--- config.mk ---
export PLATFORM = sky130hd
export DESIGN_NAME = dma_fe_top
export DESIGN_NICKNAME = d
export VERILOG_FILES = /design/src/dma_fe_pkg.sv /design/src/dma_nd_req_if.sv /design/src/dma_fe_top.sv /design/src/dma_inst_decode.sv /design/src/dma_nd_midend.sv /design/src/dma_req_fifo.sv /design/src/dma_rsp_spill.sv
export VERILOG_INCLUDE_DIRS = /design/src
export SDC_FILE = /design/constraint.sdc
export NUM_CORES = 2
export LEC_CHECK = 0
export ABC_CLOCK_PERIOD_IN_PS = 31700
export BUFFER_PORTS_ARGS = -buffer_cell sky130_fd_sc_hd__buf_4
export CAP_MARGIN = 40
export CORE_MARGIN = 2
export CORE_UTILIZATION = 40
export DETAILED_ROUTE_END_ITERATION = 6
export PLACE_DENSITY_LB_ADDON = 0.05
export SYNTH_ARGS = -nofsm -noshare
export SYNTH_HDL_FRONTEND = slang
export SYNTH_HIERARCHICAL = 1
export SYNTH_SLANG_ARGS = --single-unit
export TNS_END_PERCENT = 30
--- constraint.sdc ---
create_clock -name clk_i -period 31.7 [get_ports clk_i]
set_clock_uncertainty 0.1 [all_clocks]
set_input_delay 6.34 -clock clk_i [delete_from_list [all_inputs] [get_ports clk_i]]
set_output_delay 6.34 -clock clk_i [all_outputs]
set_load 0.005 [all_outputs]
--- src/dma_fe_params.svh ---
//--------------------------------------------------------------------
// DMA frontend parameters
// widths, accelerator function codes and the local memory region
//--------------------------------------------------------------------
`ifndef DMA_FE_PARAMS_SVH
`define DMA_FE_PARAMS_SVH

`define DMA_ADDR_WIDTH   48
`define DMA_DATA_WIDTH   64
`define DMA_ID_WIDTH     32
`define DMA_ACC_ID_WIDTH 5
`define DMA_REP_WIDTH    32
`define DMA_FIFO_DEPTH   3

// function codes in the low seven bits of the instruction word
`define DMA_OP_DMSRC   7'h00
`define DMA_OP_DMDST   7'h01
`define DMA_OP_DMCPYI  7'h02
`define DMA_OP_DMCPY   7'h03
`define DMA_OP_DMSTATI 7'h04
`define DMA_OP_DMSTAT  7'h05
`define DMA_OP_DMSTR   7'h06
`define DMA_OP_DMREP   7'h07

// two-bit immediate config / status selector
`define DMA_IMM_LSB 20

// TCDM window, everything else goes to the system bus
`define DMA_TCDM_BASE 48'h0000_1000_0000
`define DMA_TCDM_SIZE 48'h0000_0002_0000

`endif

--- src/dma_fe_pkg.sv ---
//--------------------------------------------------------------------
// DMA frontend package
// decoded views of the second accelerator argument
//--------------------------------------------------------------------
`include "dma_fe_params.svh"

package dma_fe_pkg;

    // DMSRC / DMDST: upper address bits above the first argument
    typedef struct packed {
        logic [`DMA_DATA_WIDTH-`DMA_ADDR_WIDTH+31:0] rsvd;
        logic [`DMA_ADDR_WIDTH-33:0]                 addr_hi;
    } dma_addr_word_t;

    // DMCPY / DMSTAT: config or status selector in the low bits
    // bit 1 of the config requests a two-dimensional transfer
    typedef struct packed {
        logic [`DMA_DATA_WIDTH-3:0] rsvd;
        logic [1:0]                 sel;
    } dma_cfg_word_t;

    typedef union packed {
        dma_addr_word_t addr;
        dma_cfg_word_t  cfg;
    } dma_arg_word_u;

endpackage

--- src/dma_nd_req_if.sv ---
//--------------------------------------------------------------------
// two-dimensional transfer request channel
//--------------------------------------------------------------------
`timescale 1ns/100ps
`include "dma_fe_params.svh"

interface dma_nd_req_if;

    logic                        valid;
    logic                        ready;
    logic [`DMA_ADDR_WIDTH-1:0]  src;
    logic [`DMA_ADDR_WIDTH-1:0]  dst;
    logic [`DMA_ADDR_WIDTH-1:0]  len;
    logic [`DMA_REP_WIDTH-1:0]   src_stride;
    logic [`DMA_REP_WIDTH-1:0]   dst_stride;
    // already one for a 1D copy
    logic [`DMA_REP_WIDTH-1:0]   reps;

    modport producer (
        output valid, src, dst, len, src_stride, dst_stride, reps,
        input  ready
    );

    modport consumer (
        input  valid, src, dst, len, src_stride, dst_stride, reps,
        output ready
    );

endinterface

--- src/dma_fe_top.sv ---
//--------------------------------------------------------------------
// tightly coupled DMA frontend, single channel
// accelerator bus in, strided bursts out
//--------------------------------------------------------------------
`timescale 1ns/100ps
`include "dma_fe_params.svh"

module dma_fe_top (
    input  logic                         clk_i,
    input  logic                         arst_n_i,
    // accelerator request
    input  logic                         acc_req_valid_i,
    output logic                         acc_req_ready_o,
    input  logic [31:0]                  acc_req_op_i,
    input  logic [`DMA_DATA_WIDTH-1:0]   acc_req_arga_i,
    input  logic [`DMA_DATA_WIDTH-1:0]   acc_req_argb_i,
    input  logic [`DMA_ACC_ID_WIDTH-1:0] acc_req_id_i,
    // accelerator response
    output logic                         acc_res_valid_o,
    input  logic                         acc_res_ready_i,
    output logic [`DMA_DATA_WIDTH-1:0]   acc_res_data_o,
    output logic [`DMA_ACC_ID_WIDTH-1:0] acc_res_id_o,
    // bursts to the backend
    output logic                         burst_valid_o,
    input  logic                         burst_ready_i,
    output logic [`DMA_ADDR_WIDTH-1:0]   burst_src_o,
    output logic [`DMA_ADDR_WIDTH-1:0]   burst_dst_o,
    output logic [`DMA_ADDR_WIDTH-1:0]   burst_len_o,
    output logic                         burst_src_obi_o,
    output logic                         burst_dst_obi_o,
    input  logic                         burst_done_i,
    output logic                         busy_o
);

    dma_nd_req_if fe_req ();
    dma_nd_req_if nd_req ();

    logic                         fifo_full, fifo_empty;
    logic [`DMA_ID_WIDTH-1:0]     completed_id;
    logic                         rsp_valid, rsp_ready;
    logic [`DMA_DATA_WIDTH-1:0]   rsp_data;
    logic [`DMA_ACC_ID_WIDTH-1:0] rsp_id;

    dma_inst_decode i_dma_inst_decode (
        .clk_i,
        .arst_n_i,
        .acc_req_valid_i,
        .acc_req_op_i,
        .acc_req_arga_i,
        .acc_req_argb_i,
        .acc_req_id_i,
        .acc_req_ready_o,
        .fifo_full_i    ( fifo_full    ),
        .completed_id_i ( completed_id ),
        .busy_i         ( busy_o       ),
        .rsp_ready_i    ( rsp_ready    ),
        .rsp_valid_o    ( rsp_valid    ),
        .rsp_data_o     ( rsp_data     ),
        .rsp_id_o       ( rsp_id       ),
        .req            ( fe_req       )
    );

    dma_req_fifo i_dma_req_fifo (
        .clk_i,
        .arst_n_i,
        .full_o  ( fifo_full  ),
        .empty_o ( fifo_empty ),
        .in      ( fe_req     ),
        .out     ( nd_req     )
    );

    dma_nd_midend i_dma_nd_midend (
        .clk_i,
        .arst_n_i,
        .fifo_empty_i   ( fifo_empty   ),
        .burst_ready_i,
        .burst_done_i,
        .burst_valid_o,
        .burst_src_o,
        .burst_dst_o,
        .burst_len_o,
        .burst_src_obi_o,
        .burst_dst_obi_o,
        .completed_id_o ( completed_id ),
        .busy_o,
        .req            ( nd_req       )
    );

    // decouples the response path from the accelerator bus
    dma_rsp_spill i_dma_rsp_spill (
        .clk_i,
        .arst_n_i,
        .valid_i ( rsp_valid       ),
        .ready_o ( rsp_ready       ),
        .data_i  ( rsp_data        ),
        .id_i    ( rsp_id          ),
        .valid_o ( acc_res_valid_o ),
        .ready_i ( acc_res_ready_i ),
        .data_o  ( acc_res_data_o  ),
        .id_o    ( acc_res_id_o    )
    );

endmodule

--- src/dma_inst_decode.sv ---
//--------------------------------------------------------------------
// DMA instruction decoder
// holds the transfer config registers and the next id, issues copies
// into the request FIFO and answers status queries
//--------------------------------------------------------------------
`timescale 1ns/100ps
`include "dma_fe_params.svh"

module dma_inst_decode (
    input  logic                         clk_i,
    input  logic                         arst_n_i,
    input  logic                         acc_req_valid_i,
    input  logic [31:0]                  acc_req_op_i,
    input  logic [`DMA_DATA_WIDTH-1:0]   acc_req_arga_i,
    input  logic [`DMA_DATA_WIDTH-1:0]   acc_req_argb_i,
    input  logic [`DMA_ACC_ID_WIDTH-1:0] acc_req_id_i,
    output logic                         acc_req_ready_o,
    input  logic                         fifo_full_i,
    input  logic [`DMA_ID_WIDTH-1:0]     completed_id_i,
    input  logic                         busy_i,
    input  logic                         rsp_ready_i,
    output logic                         rsp_valid_o,
    output logic [`DMA_DATA_WIDTH-1:0]   rsp_data_o,
    output logic [`DMA_ACC_ID_WIDTH-1:0] rsp_id_o,
    dma_nd_req_if.producer               req
);

    import dma_fe_pkg::*;

    dma_arg_word_u              arg_w;
    logic [6:0]                 func;
    logic [1:0]                 sel;
    logic                       imm_form;
    logic [`DMA_DATA_WIDTH-1:0] status_data;

    // config registers
    logic [`DMA_ADDR_WIDTH-1:0] src_q, dst_q;
    logic [`DMA_REP_WIDTH-1:0]  src_stride_q, dst_stride_q, reps_q;
    logic [`DMA_ID_WIDTH-1:0]   next_id_q;

    assign arg_w    = acc_req_argb_i;
    assign func     = acc_req_op_i[6:0];
    assign imm_form = (func == `DMA_OP_DMCPYI) || (func == `DMA_OP_DMSTATI);
    assign sel      = imm_form ? acc_req_op_i[`DMA_IMM_LSB +: 2] : arg_w.cfg.sel;

    // request payload, reps collapses to one unless 2D is selected
    assign req.src        = src_q;
    assign req.dst        = dst_q;
    assign req.len        = acc_req_arga_i[`DMA_ADDR_WIDTH-1:0];
    assign req.src_stride = src_stride_q;
    assign req.dst_stride = dst_stride_q;
    assign req.reps       = sel[1] ? reps_q : `DMA_REP_WIDTH'(1);

    assign rsp_id_o = acc_req_id_i;

    always_comb begin
        case (sel)
            2'd0:    status_data = `DMA_DATA_WIDTH'(completed_id_i);
            2'd1:    status_data = `DMA_DATA_WIDTH'(next_id_q);
            2'd2:    status_data = `DMA_DATA_WIDTH'(busy_i);
            default: status_data = `DMA_DATA_WIDTH'(fifo_full_i);
        endcase
    end

    //--------------------------------------------------------------------
    // decode and handshake
    //--------------------------------------------------------------------
    always_comb begin
        acc_req_ready_o = 1'b0;
        rsp_valid_o     = 1'b0;
        rsp_data_o      = '0;
        req.valid       = 1'b0;
        if (acc_req_valid_i) begin
            case (func)
                `DMA_OP_DMSRC, `DMA_OP_DMDST, `DMA_OP_DMSTR, `DMA_OP_DMREP: begin
                    acc_req_ready_o = 1'b1;
                end
                `DMA_OP_DMCPY, `DMA_OP_DMCPYI: begin
                    // response slot first, then the FIFO
                    req.valid = rsp_ready_i;
                    if (rsp_ready_i && req.ready) begin
                        acc_req_ready_o = 1'b1;
                        rsp_valid_o     = 1'b1;
                        rsp_data_o      = `DMA_DATA_WIDTH'(next_id_q);
                    end
                end
                `DMA_OP_DMSTAT, `DMA_OP_DMSTATI: begin
                    acc_req_ready_o = rsp_ready_i;
                    rsp_valid_o     = rsp_ready_i;
                    rsp_data_o      = status_data;
                end
                default: ;
            endcase
        end
    end

    always_ff @(posedge clk_i) begin
        if (acc_req_valid_i) begin
            case (func)
                `DMA_OP_DMSRC: src_q <= {arg_w.addr.addr_hi, acc_req_arga_i[31:0]};
                `DMA_OP_DMDST: dst_q <= {arg_w.addr.addr_hi, acc_req_arga_i[31:0]};
                `DMA_OP_DMSTR: begin
                    src_stride_q <= acc_req_arga_i[`DMA_REP_WIDTH-1:0];
                    dst_stride_q <= acc_req_argb_i[`DMA_REP_WIDTH-1:0];
                end
                `DMA_OP_DMREP: reps_q <= acc_req_arga_i[`DMA_REP_WIDTH-1:0];
                default: ;
            endcase
        end
    end

    // ids start at one
    always_ff @(posedge clk_i or negedge arst_n_i) begin
        if (!arst_n_i) begin
            next_id_q <= `DMA_ID_WIDTH'(1);
        end else if (req.valid && req.ready) begin
            next_id_q <= next_id_q + `DMA_ID_WIDTH'(1);
        end
    end

endmodule

--- src/dma_nd_midend.sv ---
//--------------------------------------------------------------------
// 2D midend
// splits a request into strided bursts, tags each endpoint as TCDM
// or system, and retires the transfer once every burst is done
//--------------------------------------------------------------------
`timescale 1ns/100ps
`include "dma_fe_params.svh"

module dma_nd_midend (
    input  logic                       clk_i,
    input  logic                       arst_n_i,
    input  logic                       fifo_empty_i,
    input  logic                       burst_ready_i,
    input  logic                       burst_done_i,
    output logic                       burst_valid_o,
    output logic [`DMA_ADDR_WIDTH-1:0] burst_src_o,
    output logic [`DMA_ADDR_WIDTH-1:0] burst_dst_o,
    output logic [`DMA_ADDR_WIDTH-1:0] burst_len_o,
    output logic                       burst_src_obi_o,
    output logic                       burst_dst_obi_o,
    output logic [`DMA_ID_WIDTH-1:0]   completed_id_o,
    output logic                       busy_o,
    dma_nd_req_if.consumer             req
);

    // current transfer, addresses advance by one stride per burst
    logic [`DMA_ADDR_WIDTH-1:0] cur_src_q, cur_dst_q, len_q;
    logic [`DMA_REP_WIDTH-1:0]  src_stride_q, dst_stride_q, reps_q;
    logic [`DMA_REP_WIDTH-1:0]  issued_q, done_q;
    logic [`DMA_ID_WIDTH-1:0]   completed_q;
    logic                       active_q;
    logic                       take, issue, last_done;

    function automatic logic in_tcdm(input logic [`DMA_ADDR_WIDTH-1:0] addr);
        return (addr >= `DMA_TCDM_BASE) && (addr < `DMA_TCDM_BASE + `DMA_TCDM_SIZE);
    endfunction

    assign req.ready = !active_q;
    assign take      = req.valid && req.ready;
    assign issue     = burst_valid_o && burst_ready_i;
    assign last_done = burst_done_i && (done_q + 1'b1 == reps_q);

    assign burst_valid_o   = active_q && (issued_q != reps_q);
    assign burst_src_o     = cur_src_q;
    assign burst_dst_o     = cur_dst_q;
    assign burst_len_o     = len_q;
    assign burst_src_obi_o = in_tcdm(cur_src_q);
    assign burst_dst_obi_o = in_tcdm(cur_dst_q);
    assign completed_id_o  = completed_q;
    assign busy_o          = active_q || !fifo_empty_i;

    always_ff @(posedge clk_i) begin
        if (take) begin
            cur_src_q    <= req.src;
            cur_dst_q    <= req.dst;
            len_q        <= req.len;
            src_stride_q <= req.src_stride;
            dst_stride_q <= req.dst_stride;
            reps_q       <= req.reps;
        end else if (issue) begin
            cur_src_q <= cur_src_q + `DMA_ADDR_WIDTH'(src_stride_q);
            cur_dst_q <= cur_dst_q + `DMA_ADDR_WIDTH'(dst_stride_q);
        end
    end

    always_ff @(posedge clk_i or negedge arst_n_i) begin
        if (!arst_n_i) begin
            active_q    <= 1'b0;
            issued_q    <= '0;
            done_q      <= '0;
            completed_q <= '0;
        end else if (take) begin
            active_q <= 1'b1;
            issued_q <= '0;
            done_q   <= '0;
        end else begin
            if (issue) begin
                issued_q <= issued_q + 1'b1;
            end
            if (burst_done_i) begin
                done_q <= done_q + 1'b1;
            end
            // retire on the last done pulse
            if (last_done) begin
                active_q    <= 1'b0;
                completed_q <= completed_q + 1'b1;
            end
        end
    end

endmodule

--- src/dma_req_fifo.sv ---
//--------------------------------------------------------------------
// request FIFO between the decoder and the 2D midend
//--------------------------------------------------------------------
`timescale 1ns/100ps
`include "dma_fe_params.svh"

module dma_req_fifo (
    input  logic           clk_i,
    input  logic           arst_n_i,
    output logic           full_o,
    output logic           empty_o,
    dma_nd_req_if.consumer in,
    dma_nd_req_if.producer out
);

    localparam int unsigned Depth  = `DMA_FIFO_DEPTH;
    localparam int unsigned PtrW   = (Depth > 1) ? $clog2(Depth) : 1;
    localparam int unsigned CntW   = $clog2(Depth + 1);
    localparam int unsigned EntryW = 3 * `DMA_ADDR_WIDTH + 3 * `DMA_REP_WIDTH;

    logic [EntryW-1:0] mem [Depth];
    logic [PtrW-1:0]   wr_ptr_q, rd_ptr_q;
    logic [CntW-1:0]   count_q;
    logic              push, pop;

    assign full_o   = (count_q == CntW'(Depth));
    assign empty_o  = (count_q == '0);
    assign in.ready = !full_o;
    assign push     = in.valid && in.ready;

    assign out.valid = !empty_o;
    assign pop       = out.valid && out.ready;
    assign {out.src, out.dst, out.len, out.src_stride, out.dst_stride, out.reps} =
        mem[rd_ptr_q];

    always_ff @(posedge clk_i) begin
        if (push) begin
            mem[wr_ptr_q] <= {in.src, in.dst, in.len, in.src_stride, in.dst_stride, in.reps};
        end
    end

    // pointers wrap at the last slot
    always_ff @(posedge clk_i or negedge arst_n_i) begin
        if (!arst_n_i) begin
            wr_ptr_q <= '0;
            rd_ptr_q <= '0;
            count_q  <= '0;
        end else begin
            if (push) begin
                wr_ptr_q <= (wr_ptr_q == PtrW'(Depth - 1)) ? '0 : wr_ptr_q + 1'b1;
            end
            if (pop) begin
                rd_ptr_q <= (rd_ptr_q == PtrW'(Depth - 1)) ? '0 : rd_ptr_q + 1'b1;
            end
            count_q <= count_q + CntW'(push) - CntW'(pop);
        end
    end

endmodule

--- src/dma_rsp_spill.sv ---
//--------------------------------------------------------------------
// two-slot spill register on the accelerator response path
//--------------------------------------------------------------------
`timescale 1ns/100ps
`include "dma_fe_params.svh"

module dma_rsp_spill (
    input  logic                         clk_i,
    input  logic                         arst_n_i,
    input  logic                         valid_i,
    output logic                         ready_o,
    input  logic [`DMA_DATA_WIDTH-1:0]   data_i,
    input  logic [`DMA_ACC_ID_WIDTH-1:0] id_i,
    output logic                         valid_o,
    input  logic                         ready_i,
    output logic [`DMA_DATA_WIDTH-1:0]   data_o,
    output logic [`DMA_ACC_ID_WIDTH-1:0] id_o
);

    localparam int unsigned W = `DMA_DATA_WIDTH + `DMA_ACC_ID_WIDTH;

    // slot a takes new entries, slot b holds the older one when stalled
    logic [W-1:0] a_q, b_q;
    logic         a_full_q, b_full_q;
    logic         a_fill, a_drain, b_fill, b_drain;

    assign a_fill  = valid_i && ready_o;
    assign a_drain = a_full_q && !b_full_q;
    assign b_fill  = a_drain && !ready_i;
    assign b_drain = b_full_q && ready_i;

    assign ready_o          = !a_full_q || !b_full_q;
    assign valid_o          = a_full_q || b_full_q;
    assign {id_o, data_o}   = b_full_q ? b_q : a_q;

    always_ff @(posedge clk_i) begin
        if (a_fill) begin
            a_q <= {id_i, data_i};
        end
        if (b_fill) begin
            b_q <= a_q;
        end
    end

    always_ff @(posedge clk_i or negedge arst_n_i) begin
        if (!arst_n_i) begin
            a_full_q <= 1'b0;
            b_full_q <= 1'b0;
        end else begin
            if (a_fill || a_drain) begin
                a_full_q <= a_fill;
            end
            if (b_fill || b_drain) begin
                b_full_q <= b_fill;
            end
        end
    end

endmodule

==> qor.csv <==
stage,metric,value,unit
timing,fin_setup_tns,0,ps
power_and_ir_drop,vdd_drop_max,0.0366,mV
power_and_ir_drop,p_seq_share,48.6,%
clock_tree,postCtsHoldBufs,0,
floorplan,io_pins,390,
setup_path,path_cells,"buf_4, nor4_4, nand2_1, a211oi_1, buf_4",
timing,finalCriticalPeriod,14520,ps
floorplan,fp-row-count,140,
setup_path,worstReg2RegEnd,i_dma_nd_midend/burst_dst_o[47],
finish,drive_above_1_share,15.9,%
setup_path,r2r_start,i_dma_nd_midend/burst_dst_o[3],
global_routing,antenna_found_initial,16,
timing,post-route-period-util,45.8,%
clock_tree,cts-root-buf,clkbuf_16,
global_routing,grt-ovfl-total,0,
finish,syn_to_final_growth,15.7,%
power_and_ir_drop,p_leak,23.1,nW
clock_tree,cts_htree_levels,4,
synth,netlist_top_cells_area,"edfxtp_1 66%, dfrtp_1 5.8%, mux2i_1 4.2%",
place,port_buffers,318,
setup_path,path_common_cell,buf_4,
synth,synth_cell_types,79,
timing,finalHoldViolations,0,
floorplan,start_util,40.3,%
timing,worst_slew_pin_slew,1090,ps
min_path,hold_depth,0,
detailed_routing,drtAntennaViolNets,0,
detailed_routing,drc_errors,0,
setup_path,worst_r2r_path_depth,11,
setup_path,arrival,8080,ps
clock_tree,cts_tree,done,
power_and_ir_drop,swShare,24.9,%
min_path,min_to,i_dma_rsp_spill/b_q[63],
power_and_ir_drop,power_density,66.3,nW/um^2
power_and_ir_drop,switchingPower,1.12,mW
timing,setup_viol,0,
timing,fmax,68.9,MHz
clock_tree,cts_resized,0,
timing,slew_headroom,27.6,%
floorplan,fp.coreArea,146000,um^2
min_path,holdCritStartpoint,i_dma_rsp_spill/a_q[63],
place,place_ws,17120,ps
global_routing,grt_pass1_wl,208000,um
setup_path,critPathCaptureType,primary output,
place,finalWeightedCongestion,0.810,
synth,synth.yosys.seq_area_share,71.6,%
finish,nets,4543,
detailed_routing,post_drt_via_cell_ratio,5.06,
clock_tree,cts.sinks,1427,
setup_path,max_stage_delay,570,ps
synth,syn_area_per_cell,14.8,um^2
synth,synth_edf_count,1290,
min_path,hp-class,flop to flop,
timing,finalWorstSetupSlack,17180,ps
global_routing,grt_max_degree,223,
global_routing,grt_pass1_vias,32000,
power_and_ir_drop,power_frac_comb,11.6,%
setup_path,required,25260,ps
synth,synth_common_cells,"1,290 x edfxtp_1, 430 x nand2_1, 246 x mux2i_1, 186 x o21ai_0, 181 x nor2_1",
global_routing,grt_usage,18.5,%
flow_run,drv_cap,0,
power_and_ir_drop,p_int,3.39,mW
clock_tree,postCtsSetupBuffers,0,
clock_tree,cts-buffers-inserted,157,
setup_path,path_class,input port to primary output,
clock_tree,clk_latency,790,ps
synth,synth_flop_cell,edfxtp_1,
setup_path,critPathLaunchType,input port,
clock_tree,clockBufferDepth,3,
detailed_routing,wl_per_cell,22.2,um
floorplan,die_w,388,um
power_and_ir_drop,clockPowerShare,39.8,%
status,status,finished clean,
timing,rsz0062_at_grt,false,
synth,synth_most_common_cell,edfxtp_1,
detailed_routing,wl,141000,um
floorplan,die_y,388,um
synth,yosysTopAreaCell,edfxtp_1,
clock_tree,path_clk_slew,60,ps
synth,netlist_instances,3989,
detailed_routing,drt_iter0_drc,2048,
synth,synth_seq_cells,1427,
detailed_routing,drt_first_pass_iters,5,
setup_path,r2r_slack,26960,ps
synth,async_reset_ff_share,9.60,%
detailed_routing,vias,32100,
synth,yosysWarningCount,6,
synth,yosysTopAreaCellShare,65.8,%
synth,mappedNetlistArea,58900,um^2
place,dpl.hpwl,86900,um
finish,fill_cells,12900,
timing,slew_violations,0,
setup_path,cp_max_fo,10,
floorplan,dieArea,150000,um^2
setup_path,cpMaxStageDelayCell,a211oi_1,
final cells by class:
cell class / count / area (um^2) / area share (%)
Timing Repair Buffer: 367 / 3030 / 4.44
Clock inverter: 87 / 963 / 1.41
Inverter: 39 / 154 / 0.226
Multi-Input combinational cell: 2308 / 15200 / 22.4
Clock buffer: 201 / 4140 / 6.07
Antenna cell: 1 / 2.50 / 0.00367
Sequential cell: 1427 / 42200 / 61.9
Tap cell: 1917 / 2400 / 3.52
routing by layer:
| layer | global-route usage, % | vias up | part of all wire, % |
|---|---|---|---|
| met2 | 30.3 | 625 | 48 |
| li1 | - | 15400 | - |
| met5 | 0 | - | 0.0085 |
| met3 | 3.82 | 193 | 5.1 |
| met4 | 5.50 | 2 | 2.4 |
| met1 | 24.9 | 15900 | 45 |
worst max-delay path, delay by kind of cell:
kind / cells / cell delay, ps
buffers and inverters: 2 / 330
AO/OA/AOI/OAI: 1 / 570
AND/OR/NAND/NOR: 2 / 830
through the flow:
stage	hold WS (ps)	power, mW	instances	utilization (%)	instance area (um^2)
floorplan	319	2.53	4020	-	59000
global placement	330	2.76	6048	43.0	62700
detailed placement	334	2.76	6058	43.2	63000
CTS	337	4.58	6346	46.7	68100
global route	350	4.71	6346	46.7	68100
finish	337	4.52	6347	46.7	68100
worst max-delay path by stage:
stage | end | slack, ps | start
after floorplan | i_dma_req_fifo/mem[0][0] | 6930 | acc_req_op_i[3]
after detailed placement | acc_req_ready_o | 17120 | acc_req_op_i[3]
final | acc_req_ready_o | 17180 | acc_req_op_i[3]
after global placement | acc_req_ready_o | 17120 | acc_req_op_i[3]
after CTS | acc_req_ready_o | 17120 | acc_req_op_i[3]
after global routing | acc_req_ready_o | 17080 | acc_req_op_i[3]
flip-flops by register name, indices dropped and copies added, names as in the netlist, 48 cells and up:
signal	flops
i_dma_req_fifo/mem	720
i_dma_rsp_spill/a_q	69
i_dma_rsp_spill/b_q	69
i_dma_inst_decode/req.dst	48
i_dma_inst_decode/req.src	48
i_dma_nd_midend/burst_dst_o	48
i_dma_nd_midend/burst_len_o	48
i_dma_nd_midend/burst_src_o	48
power by group through the flow:
stage                     Clock, mW  Combinational (mW)  Sequential, mW
after global placement            0               0.522            2.23
after detailed placement          0               0.527            2.23
final                          1.80               0.524            2.19
after floorplan                   0               0.333            2.20
after global routing           1.93               0.585            2.20
after CTS                      1.86               0.530            2.20
kinds of logic (layout without fill, tap and decap cells):
| logic type | after synthesis | after routing | share of synthesized area [%] |
|---|---|---|---|
| other cells | 1 | 33 | 0.00637 |
| compound gates | 622 | 622 | 6.05 |
| fa+ha+maj | 72 | 72 | 1.56 |
| mux | 324 | 324 | 5.93 |
| buf+inv | 285 | 694 | 2.86 |
| simple gates | 990 | 990 | 7.99 |
| xor+xnor | 268 | 268 | 3.99 |
| flops | 1427 | 1427 | 71.6 |
layout by cell type, fill, tap and decap left out, types with 38 or more instances in the layout:
| cell | netlist | final |
|---|---|---|
| nand4_1 | 54 | 54 |
| edfxtp_1 | 1290 | 1290 |
| nand2_1 | 430 | 428 |
| nor2b_1 | 45 | 45 |
| clkbuf_16 | 0 | 158 |
| o21ai_1 | 168 | 168 |
| mux2i_1 | 246 | 245 |
| buf_4 | 95 | 350 |
| xor2_1 | 112 | 112 |
| o21ai_0 | 186 | 186 |
| inv_1 | 39 | 38 |
| nand3_1 | 66 | 66 |
| dfrtp_1 | 136 | 133 |
| clkbuf_1 | 104 | 41 |
| nor2_1 | 181 | 179 |
| mux2_4 | 40 | 40 |
| ha_1 | 70 | 70 |
| xnor2_1 | 156 | 156 |
| a21oi_1 | 118 | 118 |
No activity file was read; power rests on OpenSTA's default activity.
